--- config.mk ---
export PLATFORM = sky130hd
export DESIGN_NAME = motor_regs_top
export DESIGN_NICKNAME = d
export VERILOG_FILES = /design/src/common/motor_regs_pkg.sv /design/src/drive/drive_channel.sv /design/src/rotation/rotation_channel.sv /design/src/verilog/host_decode.sv /design/src/verilog/motor_regs_top.sv
export VERILOG_INCLUDE_DIRS = /design/src /design/src/common
export SDC_FILE = /design/constraint.sdc
export NUM_CORES = 1
export LEC_CHECK = 0
export BUFFER_PORTS_ARGS = -buffer_cell sky130_fd_sc_hd__buf_2
export CELL_PAD_IN_SITES_DETAIL_PLACEMENT = 1
export CELL_PAD_IN_SITES_GLOBAL_PLACEMENT = 2
export CORE_AREA = 2 2 134 136
export DETAILED_ROUTE_END_ITERATION = 8
export DIE_AREA = 0 0 136 138
export GPL_ROUTABILITY_DRIVEN = 0
export PLACE_DENSITY = 0.75
export REMOVE_ABC_BUFFERS = 1
export SYNTH_ARGS = -nofsm -noshare
export SYNTH_HDL_FRONTEND = slang
export SYNTH_SLANG_ARGS = --single-unit
--- constraint.sdc ---
create_clock -name clock -period 2.05 [get_ports clock]
set_input_delay 0.41 -clock clock [delete_from_list [all_inputs] [get_ports clock]]
set_output_delay 0.41 -clock clock [all_outputs]
set_load 0.05 [all_outputs]
--- src/common/motor_regs_config.svh ---
// ####################
// Motor register block configuration
// Bus widths, channel counts and the host address map
// ####################
`ifndef MOTOR_REGS_CONFIG_SVH
`define MOTOR_REGS_CONFIG_SVH

// Host bus
`define MR_ADDR_WIDTH       6
`define MR_DATA_WIDTH       8

// Motor field widths
`define MR_ANGLE_WIDTH      12
`define MR_ANGLE_HI_WIDTH   (`MR_ANGLE_WIDTH - `MR_DATA_WIDTH)  // Nibble above the low byte
`define MR_PWM_WIDTH        5
`define MR_TEMP_WIDTH       6

// Channel counts
`define MR_NUM_DRIVE        4
`define MR_NUM_ROT          2

// Broadcast write addresses, 0x00 is reserved
`define MR_ADDR_BCAST_ALL   'h01   // Every control register
`define MR_ADDR_BCAST_ROT   'h02   // Rotation controls only
`define MR_ADDR_BCAST_DRIVE 'h03   // Drive controls only

// Drive n: control at base+2n, status at base+2n+1
`define MR_ADDR_DRIVE_BASE  'h04
`define MR_DRIVE_STRIDE     2

// Rotation m: control, target low, snapshot low, cmd/status from base+4m
`define MR_ADDR_ROT_BASE    'h10
`define MR_ROT_STRIDE       4

`endif

--- src/common/motor_regs_pkg.sv ---
// ####################
// Motor register types
// Bus word, control fields and the rotation cmd/status word
// ####################
`include "motor_regs_config.svh"

package motor_regs_pkg;

    typedef logic [`MR_DATA_WIDTH-1:0] data_word_t;  // One host bus byte

    // Same layout for drive and rotation control registers
    typedef struct packed {
        logic                     brake;      // Bit 7
        logic                     enable;     // Bit 6
        logic                     direction;  // Bit 5
        logic [`MR_PWM_WIDTH-1:0] low;        // PWM level, or {0, angle high nibble}
    } motor_ctrl_t;

    // Written byte at the cmd/status address
    typedef struct packed {
        logic       rsvd;       // Ignored
        logic       snapshot;   // Capture current angle
        logic       update;     // Start move to target
        logic       abort;      // Stop move
        logic [3:0] rsvd_lo;    // Ignored
    } rot_cmd_t;

    // Read byte at the same address
    typedef struct packed {
        logic                          angle_done;
        logic [2:0]                    zero;
        logic [`MR_ANGLE_HI_WIDTH-1:0] snap_hi;     // Upper bits of snapshot
    } rot_stat_t;

    typedef union packed {
        rot_cmd_t  cmd;     // Write view
        rot_stat_t stat;    // Read view
    } rot_cmd_stat_t;

endpackage

--- src/drive/drive_channel.sv ---
// ####################
// Drive motor channel
// Control register and sampled status register
// ####################
`timescale 1ns/1ns
`include "motor_regs_config.svh"

module drive_channel import motor_regs_pkg::*; (
    input  logic                      clock,
    input  logic                      rst_n,
    input  logic                      ctrl_wr,        // From decoder, broadcast included
    input  data_word_t                wr_data,
    input  logic                      fault,
    input  logic                      startup_fail,
    input  logic [`MR_TEMP_WIDTH-1:0] adc_temp,
    output logic                      brake,
    output logic                      enable,
    output logic                      direction,
    output logic [`MR_PWM_WIDTH-1:0]  pwm,
    output data_word_t                ctrl_q,
    output data_word_t                status_q        // {fault, startup_fail, adc_temp}
);
    motor_ctrl_t ctrl_r;

    always_ff @(posedge clock or negedge rst_n) begin
        if (!rst_n) begin
            ctrl_r <= '0;       // Motor off, brake released
        end else if (ctrl_wr) begin
            ctrl_r <= motor_ctrl_t'(wr_data);
        end
    end

    // Sampled every edge, a read sees the previous edge
    always_ff @(posedge clock) begin
        status_q <= {fault, startup_fail, adc_temp};
    end

    assign brake     = ctrl_r.brake;
    assign enable    = ctrl_r.enable;
    assign direction = ctrl_r.direction;
    assign pwm       = ctrl_r.low;      // Full low field is PWM
    assign ctrl_q    = ctrl_r;          // Reads back as written

    // Motor pins and read words stay known once out of reset
    ap_known: assert property (@(posedge clock) disable iff (!rst_n)
        !$isunknown({brake, enable, direction, pwm, ctrl_q, status_q}));

endmodule

--- src/rotation/rotation_channel.sv ---
// ####################
// Steering rotation channel
// Target angle, angle snapshot, update/abort pulses
// ####################
`timescale 1ns/1ns
`include "motor_regs_config.svh"

module rotation_channel import motor_regs_pkg::*; (
    input  logic                       clock,
    input  logic                       rst_n,
    input  logic                       ctrl_wr,
    input  logic                       target_wr,
    input  logic                       cmd_wr,
    input  data_word_t                 wr_data,
    input  logic [`MR_ANGLE_WIDTH-1:0] current_angle,  // From angle sensor
    input  logic                       angle_done,
    output logic                       brake,
    output logic                       enable,
    output logic                       direction,
    output logic [`MR_ANGLE_WIDTH-1:0] target_angle,
    output logic                       update_angle,   // One cycle pulse
    output logic                       abort_angle,    // One cycle pulse
    output data_word_t                 ctrl_q,
    output data_word_t                 target_q,
    output data_word_t                 snap_q,
    output data_word_t                 stat_q
);
    motor_ctrl_t                ctrl_in;        // Written byte, bit 4 forced low
    motor_ctrl_t                ctrl_r;
    data_word_t                 target_lo_r;
    logic [`MR_ANGLE_WIDTH-1:0] snap_r;
    rot_cmd_stat_t              cmd_w;
    rot_cmd_stat_t              stat_w;

    assign cmd_w = wr_data;     // Command view of the bus byte

    always_comb begin
        ctrl_in                       = motor_ctrl_t'(wr_data);
        ctrl_in.low[`MR_PWM_WIDTH-1]  = 1'b0;   // Unused for rotation
    end

    always_ff @(posedge clock or negedge rst_n) begin
        if (!rst_n) begin
            ctrl_r      <= '0;
            target_lo_r <= '0;
        end else begin
            if (ctrl_wr)
                ctrl_r <= ctrl_in;
            if (target_wr)
                target_lo_r <= wr_data;
        end
    end

    // Command decode, pulses only last the cycle after the write
    always_ff @(posedge clock or negedge rst_n) begin
        if (!rst_n) begin
            update_angle <= 1'b0;
            abort_angle  <= 1'b0;
            snap_r       <= '0;
        end else begin
            update_angle <= cmd_wr & cmd_w.cmd.update;
            abort_angle  <= cmd_wr & cmd_w.cmd.abort;
            if (cmd_wr && cmd_w.cmd.snapshot)
                snap_r <= current_angle;    // Frozen so both halves match
        end
    end

    // Status byte, angle_done is live
    always_comb begin
        stat_w                 = '0;
        stat_w.stat.angle_done = angle_done;
        stat_w.stat.snap_hi    = snap_r[`MR_ANGLE_WIDTH-1:`MR_DATA_WIDTH];
    end

    assign brake        = ctrl_r.brake;
    assign enable       = ctrl_r.enable;
    assign direction    = ctrl_r.direction;
    assign target_angle = {ctrl_r.low[`MR_ANGLE_HI_WIDTH-1:0], target_lo_r};
    assign ctrl_q       = ctrl_r;
    assign target_q     = target_lo_r;
    assign snap_q       = snap_r[`MR_DATA_WIDTH-1:0];
    assign stat_q       = stat_w;

    // Host accesses are spaced, so a pulse never repeats back to back
    ap_update_pulse: assert property (@(posedge clock) disable iff (!rst_n)
        update_angle |=> !update_angle);
    ap_abort_pulse: assert property (@(posedge clock) disable iff (!rst_n)
        abort_angle |=> !abort_angle);

endmodule

--- src/verilog/host_decode.sv ---
// ####################
// Host address decoder
// Write strobes per register, broadcasts folded in, registered read mux
// ####################
`timescale 1ns/1ns
`include "motor_regs_config.svh"

module host_decode import motor_regs_pkg::*; (
    input  logic                           clock,
    input  logic                           rst_n,
    input  logic [`MR_ADDR_WIDTH-1:0]      address,
    input  logic                           write_en,
    input  logic                           read_en,
    output logic [`MR_NUM_DRIVE-1:0]       drive_ctrl_wr,   // Drive control strobes
    output logic [`MR_NUM_ROT-1:0]         rot_ctrl_wr,
    output logic [`MR_NUM_ROT-1:0]         rot_target_wr,
    output logic [`MR_NUM_ROT-1:0]         rot_cmd_wr,
    input  data_word_t [`MR_NUM_DRIVE-1:0] drive_ctrl_q,    // Read words from channels
    input  data_word_t [`MR_NUM_DRIVE-1:0] drive_status_q,
    input  data_word_t [`MR_NUM_ROT-1:0]   rot_ctrl_q,
    input  data_word_t [`MR_NUM_ROT-1:0]   rot_target_q,
    input  data_word_t [`MR_NUM_ROT-1:0]   rot_snap_q,
    input  data_word_t [`MR_NUM_ROT-1:0]   rot_stat_q,
    output data_word_t                     rd_data          // Holds until next read
);
    typedef logic [`MR_ADDR_WIDTH-1:0] addr_t;

    logic       bcast_all;
    logic       bcast_drive;
    logic       bcast_rot;
    data_word_t rd_mux;     // Selected word before the read register

    function automatic addr_t drive_addr(input int n, input int off);
        return addr_t'(`MR_ADDR_DRIVE_BASE + `MR_DRIVE_STRIDE * n + off);
    endfunction

    function automatic addr_t rot_addr(input int m, input int off);
        return addr_t'(`MR_ADDR_ROT_BASE + `MR_ROT_STRIDE * m + off);
    endfunction

    assign bcast_all   = (address == addr_t'(`MR_ADDR_BCAST_ALL));
    assign bcast_drive = (address == addr_t'(`MR_ADDR_BCAST_DRIVE));
    assign bcast_rot   = (address == addr_t'(`MR_ADDR_BCAST_ROT));

    // Strobes and read select, purely combinational
    always_comb begin
        drive_ctrl_wr = '0;
        rot_ctrl_wr   = '0;
        rot_target_wr = '0;
        rot_cmd_wr    = '0;
        rd_mux        = '0;     // Unmapped reads as zero
        for (int i = 0; i < `MR_NUM_DRIVE; i++) begin
            drive_ctrl_wr[i] = write_en &
                ((address == drive_addr(i, 0)) | bcast_all | bcast_drive);
            if (address == drive_addr(i, 0))
                rd_mux = drive_ctrl_q[i];
            if (address == drive_addr(i, 1))
                rd_mux = drive_status_q[i];     // Status is read only
        end
        for (int m = 0; m < `MR_NUM_ROT; m++) begin
            rot_ctrl_wr[m]   = write_en &
                ((address == rot_addr(m, 0)) | bcast_all | bcast_rot);
            rot_target_wr[m] = write_en & (address == rot_addr(m, 1));
            rot_cmd_wr[m]    = write_en & (address == rot_addr(m, 3));
            if (address == rot_addr(m, 0))
                rd_mux = rot_ctrl_q[m];
            if (address == rot_addr(m, 1))
                rd_mux = rot_target_q[m];
            if (address == rot_addr(m, 2))
                rd_mux = rot_snap_q[m];         // Snapshot low byte
            if (address == rot_addr(m, 3))
                rd_mux = rot_stat_q[m];         // Status view of cmd word
        end
    end

    // One cycle read latency
    always_ff @(posedge clock or negedge rst_n) begin
        if (!rst_n) begin
            rd_data <= '0;
        end else if (read_en) begin
            rd_data <= rd_mux;
        end
    end

    // Only a broadcast may hit several registers with one write
    ap_one_strobe: assert property (@(posedge clock) disable iff (!rst_n)
        !(bcast_all || bcast_drive || bcast_rot) |->
            $onehot0({drive_ctrl_wr, rot_ctrl_wr, rot_target_wr, rot_cmd_wr}));

endmodule

--- src/verilog/motor_regs_top.sv ---
// ####################
// Motor controller register block
// Host decoder, four drive and two rotation channels
// ####################
`timescale 1ns/1ns
`include "motor_regs_config.svh"

module motor_regs_top import motor_regs_pkg::*; (
    input  logic                       clock,
    input  logic                       rst_n,
    input  logic [`MR_ADDR_WIDTH-1:0]  address,
    input  logic                       write_en,
    input  data_word_t                 wr_data,
    input  logic                       read_en,
    output data_word_t                 rd_data,
    // Drive channels
    input  logic                       fault0, fault1, fault2, fault3,
    input  logic                       startup_fail0, startup_fail1,
    input  logic                       startup_fail2, startup_fail3,
    input  logic [`MR_TEMP_WIDTH-1:0]  adc_temp0, adc_temp1, adc_temp2, adc_temp3,
    output logic                       brake0, brake1, brake2, brake3,
    output logic                       enable0, enable1, enable2, enable3,
    output logic                       direction0, direction1, direction2, direction3,
    output logic [`MR_PWM_WIDTH-1:0]   pwm0, pwm1, pwm2, pwm3,
    // Rotation channels
    input  logic [`MR_ANGLE_WIDTH-1:0] current_angle0, current_angle1,
    input  logic                       angle_done0, angle_done1,
    output logic                       rot_brake0, rot_brake1,
    output logic                       rot_enable0, rot_enable1,
    output logic                       rot_direction0, rot_direction1,
    output logic [`MR_ANGLE_WIDTH-1:0] target_angle0, target_angle1,
    output logic                       update_angle0, update_angle1,
    output logic                       abort_angle0, abort_angle1
);
    localparam int ND = `MR_NUM_DRIVE;
    localparam int NR = `MR_NUM_ROT;

    logic [ND-1:0]       drive_ctrl_wr;
    logic [NR-1:0]       rot_ctrl_wr, rot_target_wr, rot_cmd_wr;
    data_word_t [ND-1:0] drive_ctrl_q, drive_status_q;
    data_word_t [NR-1:0] rot_ctrl_q, rot_target_q, rot_snap_q, rot_stat_q;

    // Channel-indexed views of the numbered pins
    logic [ND-1:0]                      fault_v, startup_fail_v;
    logic [ND-1:0]                      brake_v, enable_v, direction_v;
    logic [ND-1:0][`MR_TEMP_WIDTH-1:0]  adc_temp_v;
    logic [ND-1:0][`MR_PWM_WIDTH-1:0]   pwm_v;
    logic [NR-1:0][`MR_ANGLE_WIDTH-1:0] current_angle_v, target_angle_v;
    logic [NR-1:0]                      angle_done_v, update_v, abort_v;
    logic [NR-1:0]                      rot_brake_v, rot_enable_v, rot_direction_v;

    assign fault_v        = {fault3, fault2, fault1, fault0};
    assign startup_fail_v = {startup_fail3, startup_fail2, startup_fail1, startup_fail0};
    assign adc_temp_v     = {adc_temp3, adc_temp2, adc_temp1, adc_temp0};
    assign {brake3, brake2, brake1, brake0}                 = brake_v;
    assign {enable3, enable2, enable1, enable0}             = enable_v;
    assign {direction3, direction2, direction1, direction0} = direction_v;
    assign {pwm3, pwm2, pwm1, pwm0}                         = pwm_v;

    assign current_angle_v = {current_angle1, current_angle0};
    assign angle_done_v    = {angle_done1, angle_done0};
    assign {rot_brake1, rot_brake0}         = rot_brake_v;
    assign {rot_enable1, rot_enable0}       = rot_enable_v;
    assign {rot_direction1, rot_direction0} = rot_direction_v;
    assign {target_angle1, target_angle0}   = target_angle_v;
    assign {update_angle1, update_angle0}   = update_v;
    assign {abort_angle1, abort_angle0}     = abort_v;

    host_decode u_host_decode (
        .clock          (clock),
        .rst_n          (rst_n),
        .address        (address),
        .write_en       (write_en),
        .read_en        (read_en),
        .drive_ctrl_wr  (drive_ctrl_wr),
        .rot_ctrl_wr    (rot_ctrl_wr),
        .rot_target_wr  (rot_target_wr),
        .rot_cmd_wr     (rot_cmd_wr),
        .drive_ctrl_q   (drive_ctrl_q),
        .drive_status_q (drive_status_q),
        .rot_ctrl_q     (rot_ctrl_q),
        .rot_target_q   (rot_target_q),
        .rot_snap_q     (rot_snap_q),
        .rot_stat_q     (rot_stat_q),
        .rd_data        (rd_data)
    );

    for (genvar i = 0; i < ND; i++) begin : g_drive
        drive_channel u_drive (
            .clock        (clock),
            .rst_n        (rst_n),
            .ctrl_wr      (drive_ctrl_wr[i]),
            .wr_data      (wr_data),            // Shared by every channel
            .fault        (fault_v[i]),
            .startup_fail (startup_fail_v[i]),
            .adc_temp     (adc_temp_v[i]),
            .brake        (brake_v[i]),
            .enable       (enable_v[i]),
            .direction    (direction_v[i]),
            .pwm          (pwm_v[i]),
            .ctrl_q       (drive_ctrl_q[i]),
            .status_q     (drive_status_q[i])
        );
    end

    for (genvar m = 0; m < NR; m++) begin : g_rot
        rotation_channel u_rot (
            .clock         (clock),
            .rst_n         (rst_n),
            .ctrl_wr       (rot_ctrl_wr[m]),
            .target_wr     (rot_target_wr[m]),
            .cmd_wr        (rot_cmd_wr[m]),
            .wr_data       (wr_data),
            .current_angle (current_angle_v[m]),
            .angle_done    (angle_done_v[m]),
            .brake         (rot_brake_v[m]),
            .enable        (rot_enable_v[m]),
            .direction     (rot_direction_v[m]),
            .target_angle  (target_angle_v[m]),
            .update_angle  (update_v[m]),
            .abort_angle   (abort_v[m]),
            .ctrl_q        (rot_ctrl_q[m]),
            .target_q      (rot_target_q[m]),
            .snap_q        (rot_snap_q[m]),
            .stat_q        (rot_stat_q[m])
        );
    end

endmodule

=== Yosys cells after proc, flatten, opt, wreduce, memory -nomap -nowiden ===
Index checks and enable logic that the tools add are counted.

* Register bits after elaboration: 130
* Input port bits: 76
* Output and inout bits: 74
* Logic and storage cells: 100

* Equal/unequal tests: 19
* Muxes and demuxes: 16
* Bitwise operators: 26
* Reduce and logical (&&, ||, !) cells: 2

{| class="wikitable"
|+ Operator list
! cell !! number
|-
| 2-to-1 mux 8 bit || 16
|-
| equality test 6 x 5 -> 1 bit, second input constant || 8
|-
| equality test 6 x 3 -> 1 bit, second input constant || 4
|-
| equality test 6 x 4 -> 1 bit, second input constant || 4
|-
| bitwise AND 1 bit || 14
|-
| equality test 6 x 2 -> 1 bit, second input constant || 2
|-
| OR 1 bit || 12
|-
| equality test 6 x 1 -> 1 bit, second input constant || 1
|-
| logical AND 1 bit || 2
|}

=== Logic depth before layout (Yosys ltp) ===
* Word-level depth: 17
* Mapped depth: 8
* Depth with buffers taken out: 5

=== Modules after synthesis ===
Synthesis repeated with hierarchy kept, for this count alone.

* Cells, all modules: 547
* Area total of the unflattened synthesis: 6630.1 um^2

{| class="wikitable"
|+ Modules (own cells, without submodules)
! module !! times used !! cells an instance !! area an instance (um^2) !! seq. area each (um^2)
|-
| rotation_channel || 2 || 83 || 1261.2 || 725.7
|-
| drive_channel || 4 || 33 || 551.8 || 360.3
|-
| host_decode || 1 || 249 || 1900.6 || 200.2
|}

=== Worst setup path before layout ===
No wires, ideal clock.

* Kind: input-to-reg
* Start: input port address[5]
* End: register g_rot[0].u_rot.snap_r[10]
* Setup time: 0.125 ns
* Arrival: 1.837 ns
* Required time: 1.925 ns
* Setup slack: 0.088 ns
* Stages on the path: 6
* Path buffers: 3
* Path through: buf_2 or4b_4 buf_6 nor2_2 buf_4 mux2_2

* Word-level cells in the longest chain between the ends: 3

{| class="wikitable"
|+ Ends and longest elaborated chain
! what !! RTL line !! text
|-
| start, declared || motor_regs_top.sv:11 || <nowiki>input logic [`MR_ADDR_WIDTH-1:0] address,</nowiki>
|-
| equality test 6 x 5 -> 1 bit || host_decode.sv:64 || <nowiki>rot_cmd_wr[m] = write_en & (address == rot_addr(m, 3));</nowiki>
|-
| bitwise AND 1 bit || host_decode.sv:64 ||
|-
| logical AND 1 bit || rotation_channel.sv:63 || <nowiki>if (cmd_wr && cmd_w.cmd.snapshot)</nowiki>
|-
| end signal, assigned || rotation_channel.sv:64 || <nowiki>snap_r <= current_angle;</nowiki>
|-
| end, declared || rotation_channel.sv:31 || <nowiki>logic [`MR_ANGLE_WIDTH-1:0] snap_r;</nowiki>
|}

No other way between the ends.
A chain may end at the register's enable or synchronous reset.

=== Worst setup path after layout ===
* Start: register g_drive[0].u_drive.ctrl_r (netlist bit g_drive[0].u_drive.pwm[3])
* End: register u_host_decode.rd_data[3]

* Word-level cells in the longest chain between the ends: 16

{| class="wikitable"
|+ Ends and longest elaborated chain
! what !! RTL line !! text
|-
| start, declared || drive_channel.sv:23 || <nowiki>motor_ctrl_t ctrl_r;</nowiki>
|-
| start signal, assigned || drive_channel.sv:29 || <nowiki>ctrl_r <= motor_ctrl_t'(wr_data);</nowiki>
|-
| 2-to-1 mux 8 bit || host_decode.sv:55 || <nowiki>if (address == drive_addr(i, 0))</nowiki>
|-
| 2-to-1 mux 8 bit || host_decode.sv:57 || <nowiki>if (address == drive_addr(i, 1))</nowiki>
|-
| 2-to-1 mux 8 bit || host_decode.sv:55 ||
|-
| 2-to-1 mux 8 bit || host_decode.sv:57 ||
|-
| 2-to-1 mux 8 bit || host_decode.sv:55 ||
|-
| 2-to-1 mux 8 bit || host_decode.sv:57 ||
|-
| 2-to-1 mux 8 bit || host_decode.sv:55 ||
|-
| 2-to-1 mux 8 bit || host_decode.sv:57 ||
|-
| 2-to-1 mux 8 bit || host_decode.sv:65 || <nowiki>if (address == rot_addr(m, 0))</nowiki>
|-
| 2-to-1 mux 8 bit || host_decode.sv:67 || <nowiki>if (address == rot_addr(m, 1))</nowiki>
|-
| 2-to-1 mux 8 bit || host_decode.sv:69 || <nowiki>if (address == rot_addr(m, 2))</nowiki>
|-
| 2-to-1 mux 8 bit || host_decode.sv:71 || <nowiki>if (address == rot_addr(m, 3))</nowiki>
|-
| 2-to-1 mux 8 bit || host_decode.sv:65 ||
|-
| 2-to-1 mux 8 bit || host_decode.sv:67 ||
|-
| 2-to-1 mux 8 bit || host_decode.sv:69 ||
|-
| 2-to-1 mux 8 bit || host_decode.sv:71 ||
|-
| end signal, assigned || host_decode.sv:81 || <nowiki>rd_data <= rd_mux;</nowiki>
|-
| end, declared || host_decode.sv:24 || <nowiki>output data_word_t rd_data</nowiki>
|}

No other way between the ends.

==> reports/qor.txt <==
Status = completed
Initial Utilization = 33.86%
Post-layout min period = 1.719 ns
Number of synthesis warnings = 0
Worst stage delay on the critical path = 0.47 ns
Area leader, netlist = dfrtp_1
Post-Syn Instances = 478
Post-CTS Hold Buffers = 0
Routed len/inst = 21.14 µm
Largest family of logic cells by synthesized area = multiplexers
Dpl cells = 881
Area share of the largest cell type after synthesis = 41.31%
Top Metal Used = met5
CP bufs+invs = 0
Synth area leaders = dfrtp_1, mux2_2, dfxtp_1
Layout cell share with drive strength beyond 1 = 52.49%
Reg-to-reg critical path startpoint = g_drive[0].u_drive.pwm[3]$_DFFE_PN0P_
Non-filler cells in the finished layout = 913
RSZ-0062 raised after global routing = no
Via/cell ratio = 5.221
Post-DRT Antenna Nets = 0
Fmax = 581.9 MHz
Maxcap violations = 0
Residual DRC = 0
Core area = 0.01753 mm²
Mux contribution to synthesized area = 21.83%
Critical path arrival = 2.02 ns
All-Layer GR Usage = 21.41%
Final global-route overflow total = 0
CP max-delay cell = mux4_2
Main synth FF type = dfrtp_1
Adder-cell share of the synthesized area = 0%
CP top delay family = compound AO/OA/AOI/OAI gates
Pin slew with the least headroom to its limit = 0.5565 ns
Met2 wire len = 9644 µm
Layout fillers = 1918
Antenna violations before repair = 1
Reg2reg end = u_host_decode.rd_data[3]$_DFFE_PN0P_
Critical path origin = g_drive[0].u_drive.pwm[3]$_DFFE_PN0P_
First-pass GRT wire length = 30390 µm
Via count = 4767
Post-CTS sizing = 0
Final setup violation count = 0
Vias in the first global route = 5358
Metal3 WL = 1031 µm
Synthesized cell area = 0.005937 mm²
Compound-Gate Fraction of Synth Area = 12.16%
Sequential fraction of the synthesis area = 52.10%
Leak = 3.679 nW
Syn_area_per_cell = 12.42 µm²
Final Cycle Share = 83.83%
Root Buffer = clkbuf_16
# IOs = 150
# rows = 49
Clk_lat worst skew = 0.42 ns
CTS tree = done
DRT iter0 DRCs = 209
Setup crit start kind = flip-flop
Die X = 136 µm
EDFF count, synth = 0
FF+latch area = 0.003093 mm²
Max VDD drop = 0.5878 mV
Worst reg2reg path depth = 5
Worst-path cell chain = mux4_2 -> and2_1 -> o221ai_1 -> o311a_1 -> o21ai_1
Antenna cell count = 0
FFs w/ async S/R, synth = 75.38%
Count of final max-slew check failures = 0
Distinct cell type count after synthesis = 71
Cell with the most instances after synthesis = dfrtp_1
Worst setup EP type = flip-flop
Reg2Reg Setup Slack = 0.33 ns
Reg clk slew, reported paths = 0.06 ns
Top cells by count, synth = dfrtp_1, mux2_2, dfxtp_1, nand2_1, o21ai_0
Multi-input logic area = 0.002614 mm²
Synth-to-layout area growth = 32.98%
DRT Wirelength = 19300 µm
Hold Vio Cnt, Final = 0
Cell depth of the worst setup path = 5
Total Power = 0.008410 W
Maximum root-to-sink buffer count = 2
CP Class = flip-flop to flip-flop
I/O Buffers = 149
Largest net degree at the start of global routing = 99
Max-slew headroom = 62.90%
CP max FO = 3
Worst Hold Class = input pin to asynchronous set/reset pin
Pwr/cell area = 1065 mW/mm²
Worst EP required = 2.35 ns
Die area = 0.01877 mm²
XOR/XNOR Fraction of Synth Area = 0.1475%
Fin nets = 747
#FFs+latches synth = 130
Post-synthesis simple-gate area fraction = 9.884%
DRT Pass-1 Iters = 4
Postcts setup bufs = 0
Cts bufs inserted = 17
Clk sink count = 130
DIE HEIGHT = 138 µm
Max Clock Skew = 0.006166 ns
M1 WL = 8208 µm
H-Tree Depth = 4
DP Wirelength = 14470 µm
[how the worst max path moves through the flow]
stage | end
after floorplan | g_rot[0].u_rot.snap_r[0]$_DFFE_PN0P_
after global placement | u_host_decode.rd_data[2]$_DFFE_PN0P_
after detailed placement | u_host_decode.rd_data[3]$_DFFE_PN0P_
after CTS | u_host_decode.rd_data[3]$_DFFE_PN0P_
after global routing | u_host_decode.rd_data[3]$_DFFE_PN0P_
final | u_host_decode.rd_data[3]$_DFFE_PN0P_
[stage by stage]
step | utilization, % | instance area, µm² | setup TNS, ns | hold WS [ns] | setup slack, ns
2_1_floorplan | - | 5737 | 0 | 0.1144 | 0.06676
5_1_grt | 45.03 | 7895 | 0 | 0.06304 | 0.2836
4_1_cts | 45.03 | 7895 | 0 | 0.06936 | 0.3391
3_3_place_gp | 41.77 | 7325 | -0.0007132 | 0.4898 | -0.0007132
3_5_place_dp | 41.77 | 7325 | -0.03127 | 0.4938 | -0.01164
6_report | 45.03 | 7895 | 0 | 0.02242 | 0.3314
[flip-flops by register name (all words and copies together) (netlist names)]
| register | flops |
|---|---|
| g_drive.u_drive.brake | 4 |
| g_drive.u_drive.direction | 4 |
| g_drive.u_drive.enable | 4 |
| g_drive.u_drive.pwm | 20 |
| g_drive.u_drive.status_q | 32 |
| g_rot.u_rot.abort_angle | 2 |
| g_rot.u_rot.brake | 2 |
| g_rot.u_rot.ctrl_q | 8 |
| g_rot.u_rot.direction | 2 |
| g_rot.u_rot.enable | 2 |
| g_rot.u_rot.snap_r | 24 |
| g_rot.u_rot.target_q | 16 |
| g_rot.u_rot.update_angle | 2 |
| u_host_decode.rd_data | 8 |
[final cells by class]
type	instances	share of cell area, %
Tap cell	229	3.629
Clock buffer	19	5.483
Sequential cell	130	39.18
Inverter	8	0.3803
Clock inverter	13	1.743
Timing Repair Buffer	206	16.48
Multi-Input combinational cell	308	33.11
[where the power goes]
part	leakage, nW	switching [W]	internal (W)	total, W
Combinational	1.88	0.00156	0.000715	0.00227
Clock	0.273	0.00115	0.00179	0.00293
Sequential	1.52	0.000292	0.00292	0.00321
Total	3.68	0.00299	0.00542	0.00841
[cells in the final DEF, fill, tap and decap left out, drive strengths merged, types with 3 or more instances in the layout]
cell type / count
nor2: 24
nand2: 29
buf: 206
a211oi: 4
o211ai: 4
nand2b: 4
a22oi: 6
o21ai: 27
nor4b: 4
a22o: 3
clkinvlp: 3
dfxtp: 32
mux2i: 8
mux2: 90
dfrtp: 98
a31oi: 3
a211o: 3
inv: 8
clkbuf: 19
and2: 3
nand3: 9
clkinv: 8
a21oi: 12
nor3: 8
o221ai: 3
nor2b: 10
o31ai: 4
mux4: 9
o22ai: 7
[cells by family after synthesis]
group | count (synthesis)
AO/OA/AOI/OAI | 98
XOR/XNOR | 1
buffers and inverters | 40
flip-flops | 130
multiplexers | 107
AND/OR/NAND/NOR | 102
[metal layers]
layer,track usage (%),vias up
met3,5.134,37
met1,27.36,2428
met5,0,-
li1,-,2153
met2,35.26,147
met4,7.675,2
[worst register-to-register path, stage by stage, from the launching register on]
cell      delay, ns
dfrtp_1        0.40
mux4_2         0.47
and2_1         0.17
o221ai_1       0.28
o311a_1        0.22
o21ai_1        0.06
Note: power is estimated with default switching activity, not from simulation.
